### src/common/coreTypes.sv
package coreTypes;

    // Data path width shared by every unit
    typedef logic [31:0] word_t;

    // Register index, r0 reads zero and r15 is P
    typedef logic [3:0] regIndex_t;

    // Operation field, result is (A op B) + C
    typedef enum logic [3:0] {
        OP_OR       = 4'b0000,
        OP_AND      = 4'b0001,
        OP_ADD      = 4'b0010,
        OP_MUL      = 4'b0011, // Only op handled by the multiplier
        OP_RESERVED = 4'b0100, // Contributes nothing, result is C
        OP_SHL      = 4'b0101,
        OP_LT       = 4'b0110,
        OP_EQ       = 4'b0111,
        OP_GE       = 4'b1000,
        OP_ANDN     = 4'b1001,
        OP_XOR      = 4'b1010,
        OP_SUB      = 4'b1011,
        OP_XNOR     = 4'b1100,
        OP_SHR      = 4'b1101,
        OP_NE       = 4'b1110,
        OP_SAR      = 4'b1111
    } aluOp_e;

    // Instruction word, most significant field first
    typedef struct packed {
        logic [1:0]  kind;     // Operand arrangement
        logic        storing;  // Memory store, not executed here
        logic        derefRhs; // Memory load, not executed here
        regIndex_t   z;        // Destination
        regIndex_t   x;
        regIndex_t   y;
        aluOp_e      op;
        logic [11:0] imm;      // Sign extended before use
    } insn_t;

    // Instruction queue depth, also the initial input credit count
    localparam int INSN_DEPTH = 4;

    // Results the core may emit before a credit comes back
    localparam int RESULT_CREDITS = 2;

    // Width of the result credit counter
    localparam int CREDIT_W = $clog2(RESULT_CREDITS + 1);

    // Cycles from issue to multiplier done
    localparam int MUL_LATENCY = 3;

    // Program counter register
    localparam regIndex_t REG_P = 4'd15;

endpackage

### src/common/operandIf.sv
`timescale 1ns/1ns

// One issued operation, from the operand shuffle to both execute units
interface operandIf;
    import coreTypes::*;

    logic   valid; // Single cycle issue pulse
    aluOp_e op;
    word_t  a;
    word_t  b;
    word_t  c;     // Addend applied after the operation

    modport source (
        output valid,
        output op,
        output a,
        output b,
        output c
    );

    // Each unit decides from op whether the issue is its own
    modport sink (
        input valid,
        input op,
        input a,
        input b,
        input c
    );

endinterface

### src/design/insnQueue.sv
`timescale 1ns/1ns

module insnQueue #(
    parameter int DEPTH = coreTypes::INSN_DEPTH
) (
    input  logic             clk,
    input  logic             reset_n,
    input  logic             push,
    input  coreTypes::insn_t pushData,
    input  logic             pop,
    output logic             empty,
    output coreTypes::insn_t headData,
    output logic             credit
);
    import coreTypes::*;

    insn_t                          storage [DEPTH];
    logic [$clog2(DEPTH)-1:0]       readPtr;
    logic [$clog2(DEPTH)-1:0]       writePtr;
    logic [$clog2(DEPTH + 1)-1:0]   count;
    logic                           doPush;
    logic                           doPop;

    assign empty    = (count == '0);
    assign headData = storage[readPtr];
    assign doPop    = pop && !empty;
    assign doPush   = push && ((count != DEPTH) || doPop); // Sender holds a credit anyway
    assign credit   = doPop; // One credit back per instruction taken

    always_ff @(posedge clk) begin
        if (!reset_n) begin
            readPtr  <= '0;
            writePtr <= '0;
            count    <= '0;
        end else begin
            if (doPush)
                writePtr <= (writePtr == DEPTH - 1) ? '0 : writePtr + 1'b1;
            if (doPop)
                readPtr <= (readPtr == DEPTH - 1) ? '0 : readPtr + 1'b1;
            case ({doPush, doPop})
                2'b10:   count <= count + 1'b1;
                2'b01:   count <= count - 1'b1;
                default: count <= count; // Both or neither
            endcase
        end
    end

    always_ff @(posedge clk) begin
        if (doPush)
            storage[writePtr] <= pushData;
    end

endmodule

### src/design/registerFile.sv
`timescale 1ns/1ns

module registerFile (
    input  logic                 clk,
    input  logic                 reset_n,
    input  coreTypes::regIndex_t indexX,
    input  coreTypes::regIndex_t indexY,
    input  coreTypes::regIndex_t indexZ,
    output coreTypes::word_t     valueX,
    output coreTypes::word_t     valueY,
    output coreTypes::word_t     valueZ,
    input  coreTypes::word_t     nextPc,
    input  logic                 writeEnable,
    input  coreTypes::regIndex_t writeIndex,
    input  coreTypes::word_t     writeValue
);
    import coreTypes::*;

    word_t regs [1:14]; // r0 and P have no storage here

    function automatic word_t readPort(regIndex_t index);
        if (index == '0)
            return '0;
        if (index == REG_P)
            return nextPc; // Address of the current instruction plus one
        return regs[index];
    endfunction

    always_comb begin
        valueX = readPort(indexX);
        valueY = readPort(indexY);
        valueZ = readPort(indexZ);
    end

    always_ff @(posedge clk) begin
        if (!reset_n) begin
            for (int i = 1; i < REG_P; i++)
                regs[i] <= '0;
        end else if (writeEnable && (writeIndex != '0) && (writeIndex != REG_P)) begin
            regs[writeIndex] <= writeValue;
        end
    end

endmodule

### src/execute/operandShuffle.sv
`timescale 1ns/1ns

module operandShuffle (
    input  logic              clk,
    input  logic              reset_n,
    input  logic              start,
    input  logic [1:0]        kind,
    input  coreTypes::aluOp_e op,
    input  coreTypes::word_t  valueX,
    input  coreTypes::word_t  valueY,
    input  logic [11:0]       imm,
    operandIf.source          issue
);
    import coreTypes::*;

    word_t immExt; // J

    assign immExt = {{20{imm[11]}}, imm};

    // Issue pulse follows start by one cycle
    always_ff @(posedge clk) begin
        if (!reset_n)
            issue.valid <= 1'b0;
        else
            issue.valid <= start;
    end

    always_ff @(posedge clk) begin
        if (start) begin
            issue.op <= op;
            case (kind)
                2'd1: begin
                    issue.a <= valueX;
                    issue.b <= immExt;
                    issue.c <= valueY;
                end
                2'd2: begin
                    issue.a <= immExt; // Immediate on the left
                    issue.b <= valueX;
                    issue.c <= valueY;
                end
                default: begin // Kind 0, and kind 3 behaves the same
                    issue.a <= valueX;
                    issue.b <= valueY;
                    issue.c <= immExt;
                end
            endcase
        end
    end

endmodule

### src/execute/fastAlu.sv
`timescale 1ns/1ns

module fastAlu (
    input  logic             clk,
    input  logic             reset_n,
    operandIf.sink           issue,
    output logic             done,
    output coreTypes::word_t value
);
    import coreTypes::*;

    word_t opResult;
    logic  take;

    assign take = issue.valid && (issue.op != OP_MUL);

    // Comparisons are signed and yield all ones for true
    always_comb begin
        case (issue.op)
            OP_OR:   opResult = issue.a | issue.b;
            OP_AND:  opResult = issue.a & issue.b;
            OP_ADD:  opResult = issue.a + issue.b;
            OP_SHL:  opResult = issue.a << issue.b; // Full B, 32 and up clears
            OP_LT:   opResult = {32{$signed(issue.a) < $signed(issue.b)}};
            OP_EQ:   opResult = {32{issue.a == issue.b}};
            OP_GE:   opResult = {32{$signed(issue.a) >= $signed(issue.b)}};
            OP_ANDN: opResult = issue.a & ~issue.b;
            OP_XOR:  opResult = issue.a ^ issue.b;
            OP_SUB:  opResult = issue.a - issue.b;
            OP_XNOR: opResult = issue.a ~^ issue.b;
            OP_SHR:  opResult = issue.a >> issue.b;
            OP_NE:   opResult = {32{issue.a != issue.b}};
            OP_SAR:  opResult = $signed(issue.a) >>> issue.b; // Large B gives sign fill
            default: opResult = '0; // Reserved leaves only C, multiply goes elsewhere
        endcase
    end

    always_ff @(posedge clk) begin
        if (!reset_n)
            done <= 1'b0;
        else
            done <= take;
    end

    always_ff @(posedge clk) begin
        if (take)
            value <= opResult + issue.c;
    end

endmodule

### src/execute/multiplier.sv
`timescale 1ns/1ns

module multiplier (
    input  logic             clk,
    input  logic             reset_n,
    operandIf.sink           issue,
    output logic             done,
    output coreTypes::word_t value
);
    import coreTypes::*;

    logic [MUL_LATENCY-1:0] stageValid; // One bit per stage in flight
    word_t                  stage1A;
    word_t                  stage1B;
    word_t                  stage1C;
    word_t                  stage2Product;
    word_t                  stage2C;

    always_ff @(posedge clk) begin
        if (!reset_n)
            stageValid <= '0;
        else
            stageValid <= {stageValid[MUL_LATENCY-2:0], issue.valid && (issue.op == OP_MUL)};
    end

    assign done = stageValid[MUL_LATENCY-1];

    always_ff @(posedge clk) begin
        // Capture operands
        if (issue.valid && (issue.op == OP_MUL)) begin
            stage1A <= issue.a;
            stage1B <= issue.b;
            stage1C <= issue.c;
        end
        if (stageValid[0]) begin
            stage2Product <= stage1A * stage1B; // Low half of the product only
            stage2C       <= stage1C;
        end
        // Add C last
        if (stageValid[1])
            value <= stage2Product + stage2C;
    end

endmodule

### src/design/commitSequencer.sv
`timescale 1ns/1ns

module commitSequencer (
    input  logic                 clk,
    input  logic                 reset_n,
    input  logic                 empty,
    input  coreTypes::insn_t     head,
    output logic                 pop,
    output coreTypes::regIndex_t indexX,
    output coreTypes::regIndex_t indexY,
    output coreTypes::regIndex_t indexZ,
    output logic                 start,
    output logic [1:0]           kind,
    output coreTypes::aluOp_e    op,
    output logic [11:0]          imm,
    input  logic                 aluDone,
    input  coreTypes::word_t     aluValue,
    input  logic                 mulDone,
    input  coreTypes::word_t     mulValue,
    output coreTypes::word_t     nextPc,
    output logic                 writeEnable,
    output coreTypes::regIndex_t writeIndex,
    output coreTypes::word_t     writeValue,
    input  logic                 resultCredit,
    output logic                 resultValid,
    output coreTypes::regIndex_t resultIndex,
    output coreTypes::word_t     resultValue
);
    import coreTypes::*;

    typedef enum logic [2:0] {
        IDLE,
        READ,
        EXECUTE,
        COMMIT,
        STALL
    } state_e;

    state_e              state;
    insn_t               current; // Instruction in flight
    word_t               result;  // Captured unit output
    word_t               pc;
    logic [CREDIT_W-1:0] credits;
    logic                fire;

    assign pop    = (state == IDLE) && !empty;
    assign start  = (state == READ); // Register values have settled by now
    assign indexX = current.x;
    assign indexY = current.y;
    assign indexZ = current.z;
    assign kind   = current.kind;
    assign op     = current.op;
    assign imm    = current.imm;
    assign nextPc = pc + 32'd1;

    // Commit needs a result credit
    assign fire        = ((state == COMMIT) || (state == STALL)) && (credits != '0);
    assign writeEnable = fire; // r0 and P are filtered by the register file
    assign writeIndex  = current.z;
    assign writeValue  = result;

    always_ff @(posedge clk) begin
        if (!reset_n) begin
            state <= IDLE;
        end else begin
            case (state)
                IDLE:    if (!empty) state <= READ;
                READ:    state <= EXECUTE;
                EXECUTE: if (aluDone || mulDone) state <= COMMIT;
                COMMIT:  state <= fire ? IDLE : STALL;
                STALL:   if (fire) state <= IDLE; // Waiting on the consumer
                default: state <= IDLE;
            endcase
        end
    end

    always_ff @(posedge clk) begin
        if (!reset_n) begin
            pc          <= '0;
            credits     <= CREDIT_W'(RESULT_CREDITS);
            resultValid <= 1'b0;
        end else begin
            resultValid <= fire;
            if (fire)
                pc <= (current.z == REG_P) ? result : nextPc; // Jump or fall through
            case ({resultCredit, fire})
                2'b10:   credits <= credits + 1'b1;
                2'b01:   credits <= credits - 1'b1;
                default: credits <= credits;
            endcase
        end
    end

    always_ff @(posedge clk) begin
        if (pop)
            current <= head;
        if (state == EXECUTE) begin
            if (aluDone)
                result <= aluValue;
            else if (mulDone)
                result <= mulValue;
        end
        if (fire) begin
            resultIndex <= current.z;
            resultValue <= result;
        end
    end

endmodule

### src/design/operateCore.sv
`timescale 1ns/1ns

module operateCore (
    input  logic                 clk,
    input  logic                 reset_n,
    input  logic                 insnValid,
    input  coreTypes::insn_t     insn,
    output logic                 insnCredit,
    output logic                 resultValid,
    output coreTypes::regIndex_t resultIndex,
    output coreTypes::word_t     resultValue,
    input  logic                 resultCredit
);
    import coreTypes::*;

    insn_t       headInsn;
    logic        queueEmpty;
    logic        popInsn;
    regIndex_t   indexX;
    regIndex_t   indexY;
    regIndex_t   indexZ;
    word_t       valueX;
    word_t       valueY;
    word_t       nextPc;
    logic        start;
    logic [1:0]  kind;
    aluOp_e      op;
    logic [11:0] imm;
    logic        aluDone;
    word_t       aluValue;
    logic        mulDone;
    word_t       mulValue;
    logic        writeEnable;
    regIndex_t   writeIndex;
    word_t       writeValue;

    operandIf issueBus ();

    insnQueue #(.DEPTH(INSN_DEPTH)) insnQueue_i (
        .clk(clk), .reset_n(reset_n), .push(insnValid), .pushData(insn),
        .pop(popInsn), .empty(queueEmpty), .headData(headInsn), .credit(insnCredit)
    );

    registerFile registerFile_i (
        .clk(clk), .reset_n(reset_n), .indexX(indexX), .indexY(indexY), .indexZ(indexZ),
        .valueX(valueX), .valueY(valueY), .valueZ(), .nextPc(nextPc),
        .writeEnable(writeEnable), .writeIndex(writeIndex), .writeValue(writeValue)
    );

    operandShuffle operandShuffle_i (
        .clk(clk), .reset_n(reset_n), .start(start), .kind(kind), .op(op),
        .valueX(valueX), .valueY(valueY), .imm(imm), .issue(issueBus.source)
    );

    fastAlu fastAlu_i (
        .clk(clk), .reset_n(reset_n), .issue(issueBus.sink), .done(aluDone), .value(aluValue)
    );

    multiplier multiplier_i (
        .clk(clk), .reset_n(reset_n), .issue(issueBus.sink), .done(mulDone), .value(mulValue)
    );

    commitSequencer commitSequencer_i (
        .clk(clk), .reset_n(reset_n), .empty(queueEmpty), .head(headInsn), .pop(popInsn),
        .indexX(indexX), .indexY(indexY), .indexZ(indexZ), .start(start), .kind(kind),
        .op(op), .imm(imm), .aluDone(aluDone), .aluValue(aluValue), .mulDone(mulDone),
        .mulValue(mulValue), .nextPc(nextPc), .writeEnable(writeEnable),
        .writeIndex(writeIndex), .writeValue(writeValue), .resultCredit(resultCredit),
        .resultValid(resultValid), .resultIndex(resultIndex), .resultValue(resultValue)
    );

endmodule

### config.mk
export PLATFORM = sky130hd
export DESIGN_NAME = operateCore
export DESIGN_NICKNAME = d
export VERILOG_FILES = /design/src/common/coreTypes.sv /design/src/common/operandIf.sv /design/src/design/insnQueue.sv /design/src/design/registerFile.sv /design/src/execute/operandShuffle.sv /design/src/execute/fastAlu.sv /design/src/execute/multiplier.sv /design/src/design/commitSequencer.sv /design/src/design/operateCore.sv
export SDC_FILE = /design/constraint.sdc
export NUM_CORES = 2
export LEC_CHECK = 0
export BUFFER_PORTS_ARGS = -buffer_cell sky130_fd_sc_hd__buf_2
export CAP_MARGIN = 20
export CORE_MARGIN = 2
export CORE_UTILIZATION = 57
export DETAILED_ROUTE_END_ITERATION = 7
export PLACE_DENSITY = 0.73
export SLEW_MARGIN = 0
export SYNTH_ARGS = -nofsm -noshare
export SYNTH_HDL_FRONTEND = slang
export SYNTH_SLANG_ARGS = --single-unit
### constraint.sdc
create_clock -name clk -period 14.8 [get_ports clk]
set_input_delay 1.48 -clock clk [delete_from_list [all_inputs] [get_ports clk]]
set_output_delay 1.48 -clock clk [all_outputs]
set_load 0.05 [all_outputs]
## Word level (Yosys, flattened, before mapping)

Memories as Yosys holds them, arrays and structs flattened. A register that Yosys moved wholly into a read port is not among the register bits.
Index checks and enable logic that the tools add are counted.

- Register bits: 442
- RAM bits: 576
- Input port bits: 36
- Logic and storage cells: 151
- Memories: 2

- Add/subtract/negate cells: 11
- $mul: 1
- Magnitude comparators: 2
- Equality and inequality tests: 37
- Shifts and indexed selects: 3
- Mux-type cells: 39
- Bitwise gates (word level): 6
- Reduce and logical (&&, ||, !) cells: 26

Memory list:

| memory | depth | bits a word | rd ports | clocked after Yosys merged registers in | write ports | line | source |
|---|---|---|---|---|---|---|---|
| registerFile_i.regs | 14 | 32 | 2 | 0 | 14 | registerFile.sv:19 | `word_t regs [1:14];` |
| insnQueue_i.storage | 4 | 32 | 1 | 1 | 1 | insnQueue.sv:17 | `insn_t storage [DEPTH];` |

Operator list:

| cell | number |
|---|---|
| 32-bit two-way mux | 14 |
| 32-bit case mux with 14 select lines | 1 |
| 32-bit adder | 3 |
| 32-bit bitwise AND | 2 |
| 32-bit case mux with 2 select lines | 1 |
| 4-bit == test, second input constant | 11 |
| 32-bit by 1-bit adder with 32-bit output, second input constant | 1 |
| 32-bit == test | 1 |
| 32-bit >= comparator | 1 |
| 32-bit < comparator | 1 |
| 32-bit by 32-bit multiplier with 32-bit output | 1 |
| 32-bit inequality test | 1 |
| 32-bit inverter | 1 |
| 32-bit OR | 1 |
| 32-bit OR reduction | 1 |
| 32-bit by 32-bit left shift with 32-bit output | 1 |
| 32-bit by 32-bit right shift with 32-bit output | 1 |
| 32-bit by 32-bit >>> shifter with 32-bit output | 1 |
| 32-bit subtractor | 1 |
| 32-bit bitwise XNOR | 1 |
| 32-bit bitwise XOR | 1 |
| 3-bit case mux with 5 select lines | 1 |
| 1-bit two-way mux | 13 |
| 4-bit by 3-bit == test with 1-bit output, second input constant | 3 |
| 31 further kinds | 61 |

## Logic depth before layout (Yosys ltp)

- Word-level depth: 10
- Gate-level depth with buffers: 32
- Mapped depth without buffers: 29

## Hierarchy

Synthesis repeated with hierarchy kept, for this count alone.

- Cells, all modules: 7,416
- Area, all modules: 82,614.2 um^2

By module, submodules not included:

| module | times used | cells an instance | area an instance (um^2) |
|---|---|---|---|
| registerFile | 1 | 2,451 | 31,584.0 |
| multiplier | 1 | 2,170 | 23,142.2 |
| fastAlu | 1 | 1,759 | 12,117.9 |
| commitSequencer | 1 | 494 | 6,083.3 |
| insnQueue | 1 | 226 | 5,122.4 |
| operandShuffle | 1 | 316 | 4,564.4 |

## Worst setup path after synthesis

No wires, ideal clock.

- Path kind: reg2reg
- Start: register commitSequencer_i.state[0]
- End: register operandShuffle_i.issue.a[0] (enable)
- Library setup time: 0.703 ns
- Arrival time: 7.840 ns
- Required time: 14.097 ns
- Setup slack: 6.257 ns
- Cell stages (with the launch flop): 3
- Buffers on the path: 1
- Clock period less this slack: 8.543 ns
- Cells stage by stage: dfxtp_1 > clkbuf_1 > nor3b_1

- Cells in the longest elaborated chain, start to end: 1

RTL lines:

| what | line | source |
|---|---|---|
| start, declared | commitSequencer.sv:39 | `state_e state;` |
| start signal, assigned | commitSequencer.sv:70 | `COMMIT: state <= fire ? IDLE : STALL;` |
| 3-bit by 1-bit == test with 1-bit output | commitSequencer.sv:47 | `assign start = (state == READ);` |
| named net commitSequencer_i.start | commitSequencer.sv:12 | `output logic start,` |
| end signal, assigned | operandShuffle.sv:33 | `issue.a <= valueX;` |
| end signal, assigned | operandShuffle.sv:38 | `issue.a <= immExt;` |
| end signal, assigned | operandShuffle.sv:43 | `issue.a <= valueX;` |
| end, declared | operandIf.sv:16 | `output a,` |

The timed path passes the listed nets, and every way through them passes these cells.
A chain may end at the register's enable or synchronous reset.

## Final worst setup path

- Start: register operandShuffle_i.issue.b[3]
- End: register fastAlu_i.value[28] (data pin)

- Cells in the longest elaborated chain, start to end: 4
- Elaborated cells on any way between the ends: 17
- Classes of those cells: add/sub: 3; order compare: 2; eq/ne: 2; shift: 3; mux: 1; bitwise: 6

RTL lines:

| what | line | source |
|---|---|---|
| start, declared | operandIf.sv:17 | `output b,` |
| start signal, assigned | operandShuffle.sv:34 | `issue.b <= immExt;` |
| start signal, assigned | operandShuffle.sv:39 | `issue.b <= valueX;` |
| start signal, assigned | operandShuffle.sv:44 | `issue.b <= valueY;` |
| parallel branches: the longest is 2 deep, another holds 32-bit subtractor | -- |  |
| 32-bit case mux with 14 select lines * | fastAlu.sv:19 | `case (issue.op)` |
| 32-bit adder * | fastAlu.sv:47 | `value <= opResult + issue.c;` |
| end signal, assigned | fastAlu.sv:47 |  |
| end, declared | fastAlu.sv:8 | `output coreTypes::word_t value` |

Mark *: on every way between the ends.

==> metrics.csv <==
stage,metric,value,unit
floorplanning,DIE AREA,137000,um2
sta,headroom to the max-slew limit,18.8,%
critical_path,Crit. End Element,flip-flop,
synth,"EDFF count, synth",1054,
sta,Final min period,9.14,ns
synth,cell area after synthesis,76100,um2
critical_path,worst reg-to-reg setup slack,5.66,ns
sta,final hold vios,0,
critical_path,crit-path max FO,55,
hold_path,Hold Path Class,reg2reg,
clock_network,Clock Latency Late Sink,0.77,ns
placed_design,number of port buffers,71,
route,DR WL/cell,28.1,um
clock_network,Sink Count,1104,
route,DR vias/cell,6.45,
global_route,vias in the first global route,53847,
clock_network,Root Buffer,clkbuf_16,
floorplanning,Die Ht,370,um
route,DRC Markers,0,
clock_network,Clock Tree Buf Depth,3,
critical_path,critical path's largest stage delay,0.70,ns
finish,"commonest non-fill, non-tap cell in the layout",edfxtp_1,
pwr,Static Leak,31.6,nW
finish,fraction of layout cells with a size suffix above 1,12.3,%
clock_network,CTS resizes,0,
critical_path,Setup crit start kind,flip-flop,
route,First-pass DRT Iterations,6,
global_route,total gr overflow,0,
sta,Clock Skews,0.0693,ns
synth,sequential fraction of the synthesis area,42.9,%
pwr,VDD IR max,162,uV
route,ANT nets after route,0,
route,vias after detailed routing,53893,
sta,Setup TNS,0,ns
pwr,Total Power,17.4,mW
sta,Worst Max-Slew Pin Slew,1.21,ns
floorplanning,I/O pin count,74,
synth,Syn Area/Cell,11.6,um2
finish,area grow syn2layout,7.50,%
clock_network,clock-pin transition on the worst setup and hold timing paths,0.06,ns
job,maxcap violations,0,
floorplanning,core area,133000,um2
global_route,initial antenna violation count,9,
floorplanning,Row Count,134,
outcome,outcome,"complete, no violations",
sta,Final Cycle Share,61.8,%
floorplanning,Initial Util,57.3,%
clock_network,hold buffers post-CTS,0,
synth,Seq cells post-synth,1104,
synth,dominant synthesized flop cell,edfxtp_1,
route,detailed router's first-iteration violation count,7318,
finish,nets,7231,
critical_path,"Top cell by count, worst path",buf_4,
clock_network,setup bufs post-CTS,0,
placed_design,placer congestion estimate,1.02,
critical_path,WP data arrival,9.62,ns
finish,Filler cells,10317,
clock_network,TritonCTS Buffers,106,
clock_network,CTS tree,done,
sta,max-slew violation count,0,
critical_path,Worst Path Required,15.27,ns
sta,RSZ-0062 raised after global routing,no,
sta,# setup viols final,0,
synth,yosys warns,0,
placed_design,Final HPWL DP,160000,um
synth,Syn Inst Count,6573,
synth,async set or reset register ratio after synthesis,0,%
global_route,gr usage total,34.6,%
clock_network,H-tree lvl count,3,
floorplanning,die width,370,um
synth,count of different cell masters after synthesis,93,
route,WL final,235000,um
global_route,first-pass GRT wire length,346000,um
global_route,largest net degree at the start of global routing,133,
critical_path,CP max stage cell,xnor2_1,
critical_path,critical path type,reg2reg,
finish,highest-count cells in the layout ignoring fill and taps,"edfxtp_1, and2_1, nand2_1, inv_1, fa_1",
sta,fmax,109,MHz
pwr,Power Density,213,nW/um2
-- through the flow --
| step | area (um2) | setup slack, ns | std cells | hold slack [ns] | util, % |
|---|---|---|---|---|---|
| finish | 81900 | 5.66 | 8350 | 0.411 | 61.6 |
| global route | 81900 | 5.26 | 8348 | 0.421 | 61.6 |
| CTS | 81800 | 5.93 | 8346 | 0.415 | 61.5 |
| detailed placement | 78400 | 5.99 | 8152 | 0.405 | 59.0 |
| global placement | 78400 | 6.04 | 8151 | 0.403 | 59.0 |
| floorplan | 76400 | 6.26 | 6636 | 0.400 | - |
-- Yosys cell counts (all sizes together), types with 42 or more instances --
library cell,number,share of area [%]
edfxtp,1054,42
dfxtp,50,1.3
mux4,349,10
a31oi,50,0.41
buf,62,0.33
ha,289,4.7
mux2i,42,0.55
xor2,79,0.91
nor2,327,1.6
a21o,48,0.47
and2,778,6.4
clkbuf,384,1.9
nand2,565,2.8
mux2,46,0.68
nand3,62,0.41
nor3,80,0.53
a21oi,304,2.0
fa,413,11
o21ai,350,2.3
a211oi,74,0.76
xnor2,137,1.6
inv,535,2.6
-- report_power, final --
group	internal, mW	switching [mW]	total [mW]
Clock	1.46	1.20	2.66
Sequential	4.21	0.488	4.70
Combinational	3.83	6.22	10.0
-- worst paths after layout --
path | startpoint | cells after the start | endpoint
max | operandShuffle_i.issue.b[3] | 30 | fastAlu_i.value[28]
min | multiplier_i.stage1C[23] | 0 | multiplier_i.stage2C[23]
max reg2reg | operandShuffle_i.issue.b[3] | 30 | fastAlu_i.value[28]
min reg2reg | multiplier_i.stage1C[23] | 0 | multiplier_i.stage2C[23]
-- cell type report --
class / count / area, um2 / share of cell area (%)
multi-input cells: 4549 / 40200 / 49.2
inverters: 537 / 2020 / 2.46
flip-flops and latches: 1104 / 32700 / 39.9
repair buffers: 195 / 1350 / 1.65
clock inverters: 62 / 592 / 0.723
clock buffers: 132 / 2780 / 3.40
diodes: 3 / 7.51 / 0.00917
well taps: 1768 / 2210 / 2.70
-- metal layers --
metal / vias up / track usage, % / share of wire, %
li1: 23110 / - / -
met1: 26916 / 45.3 / 37
met2: 3143 / 55.4 / 47
met3: 720 / 5.97 / 10
met4: 4 / 18.3 / 6.1
met5: - / 0 / 0.0085
-- cells by family (layout without fill, tap and decap cells) --
logic type                 after synthesis  in the layout  share of synthesized area (%)
adders and majority gates              702            702                           15.6
xor gates and xnor gates               216            216                           2.48
DFF                                   1104           1104                           42.9
buffers and inverters                  983            926                           4.87
muxes                                  437            437                           11.6
AOI/OAI and AO/OA                     1122           1122                           9.20
and+or+nand+nor                       2008           2008                           13.4
other                                    1             67                        0.00492
-- worst max-delay path: cells and delay by family (launching register included) --
kind	cells	cell delay [ns]
simple gates	5	1.11
buf+inv	5	1.55
xor+xnor	2	0.83
flops	1	0.32
fa+ha+maj	3	0.93
compound gates	15	4.09
-- flip-flops by register name, indices dropped and copies added (netlist names), 12 cells and up --
| name | flops |
|---|---|
| commitSequencer_i.imm | 12 |
| commitSequencer_i.pc | 32 |
| commitSequencer_i.resultValue | 32 |
| commitSequencer_i.writeValue | 32 |
| fastAlu_i.value | 32 |
| insnQueue_i.storage | 120 |
| multiplier_i.stage1A | 32 |
| multiplier_i.stage1B | 32 |
| multiplier_i.stage1C | 32 |
| multiplier_i.stage2C | 32 |
| multiplier_i.stage2Product | 32 |
| multiplier_i.value | 32 |
| operandShuffle_i.issue.a | 32 |
| operandShuffle_i.issue.b | 32 |
| operandShuffle_i.issue.c | 32 |
| registerFile_i.regs | 512 |
Note: power is estimated with default switching activity, not from simulation.
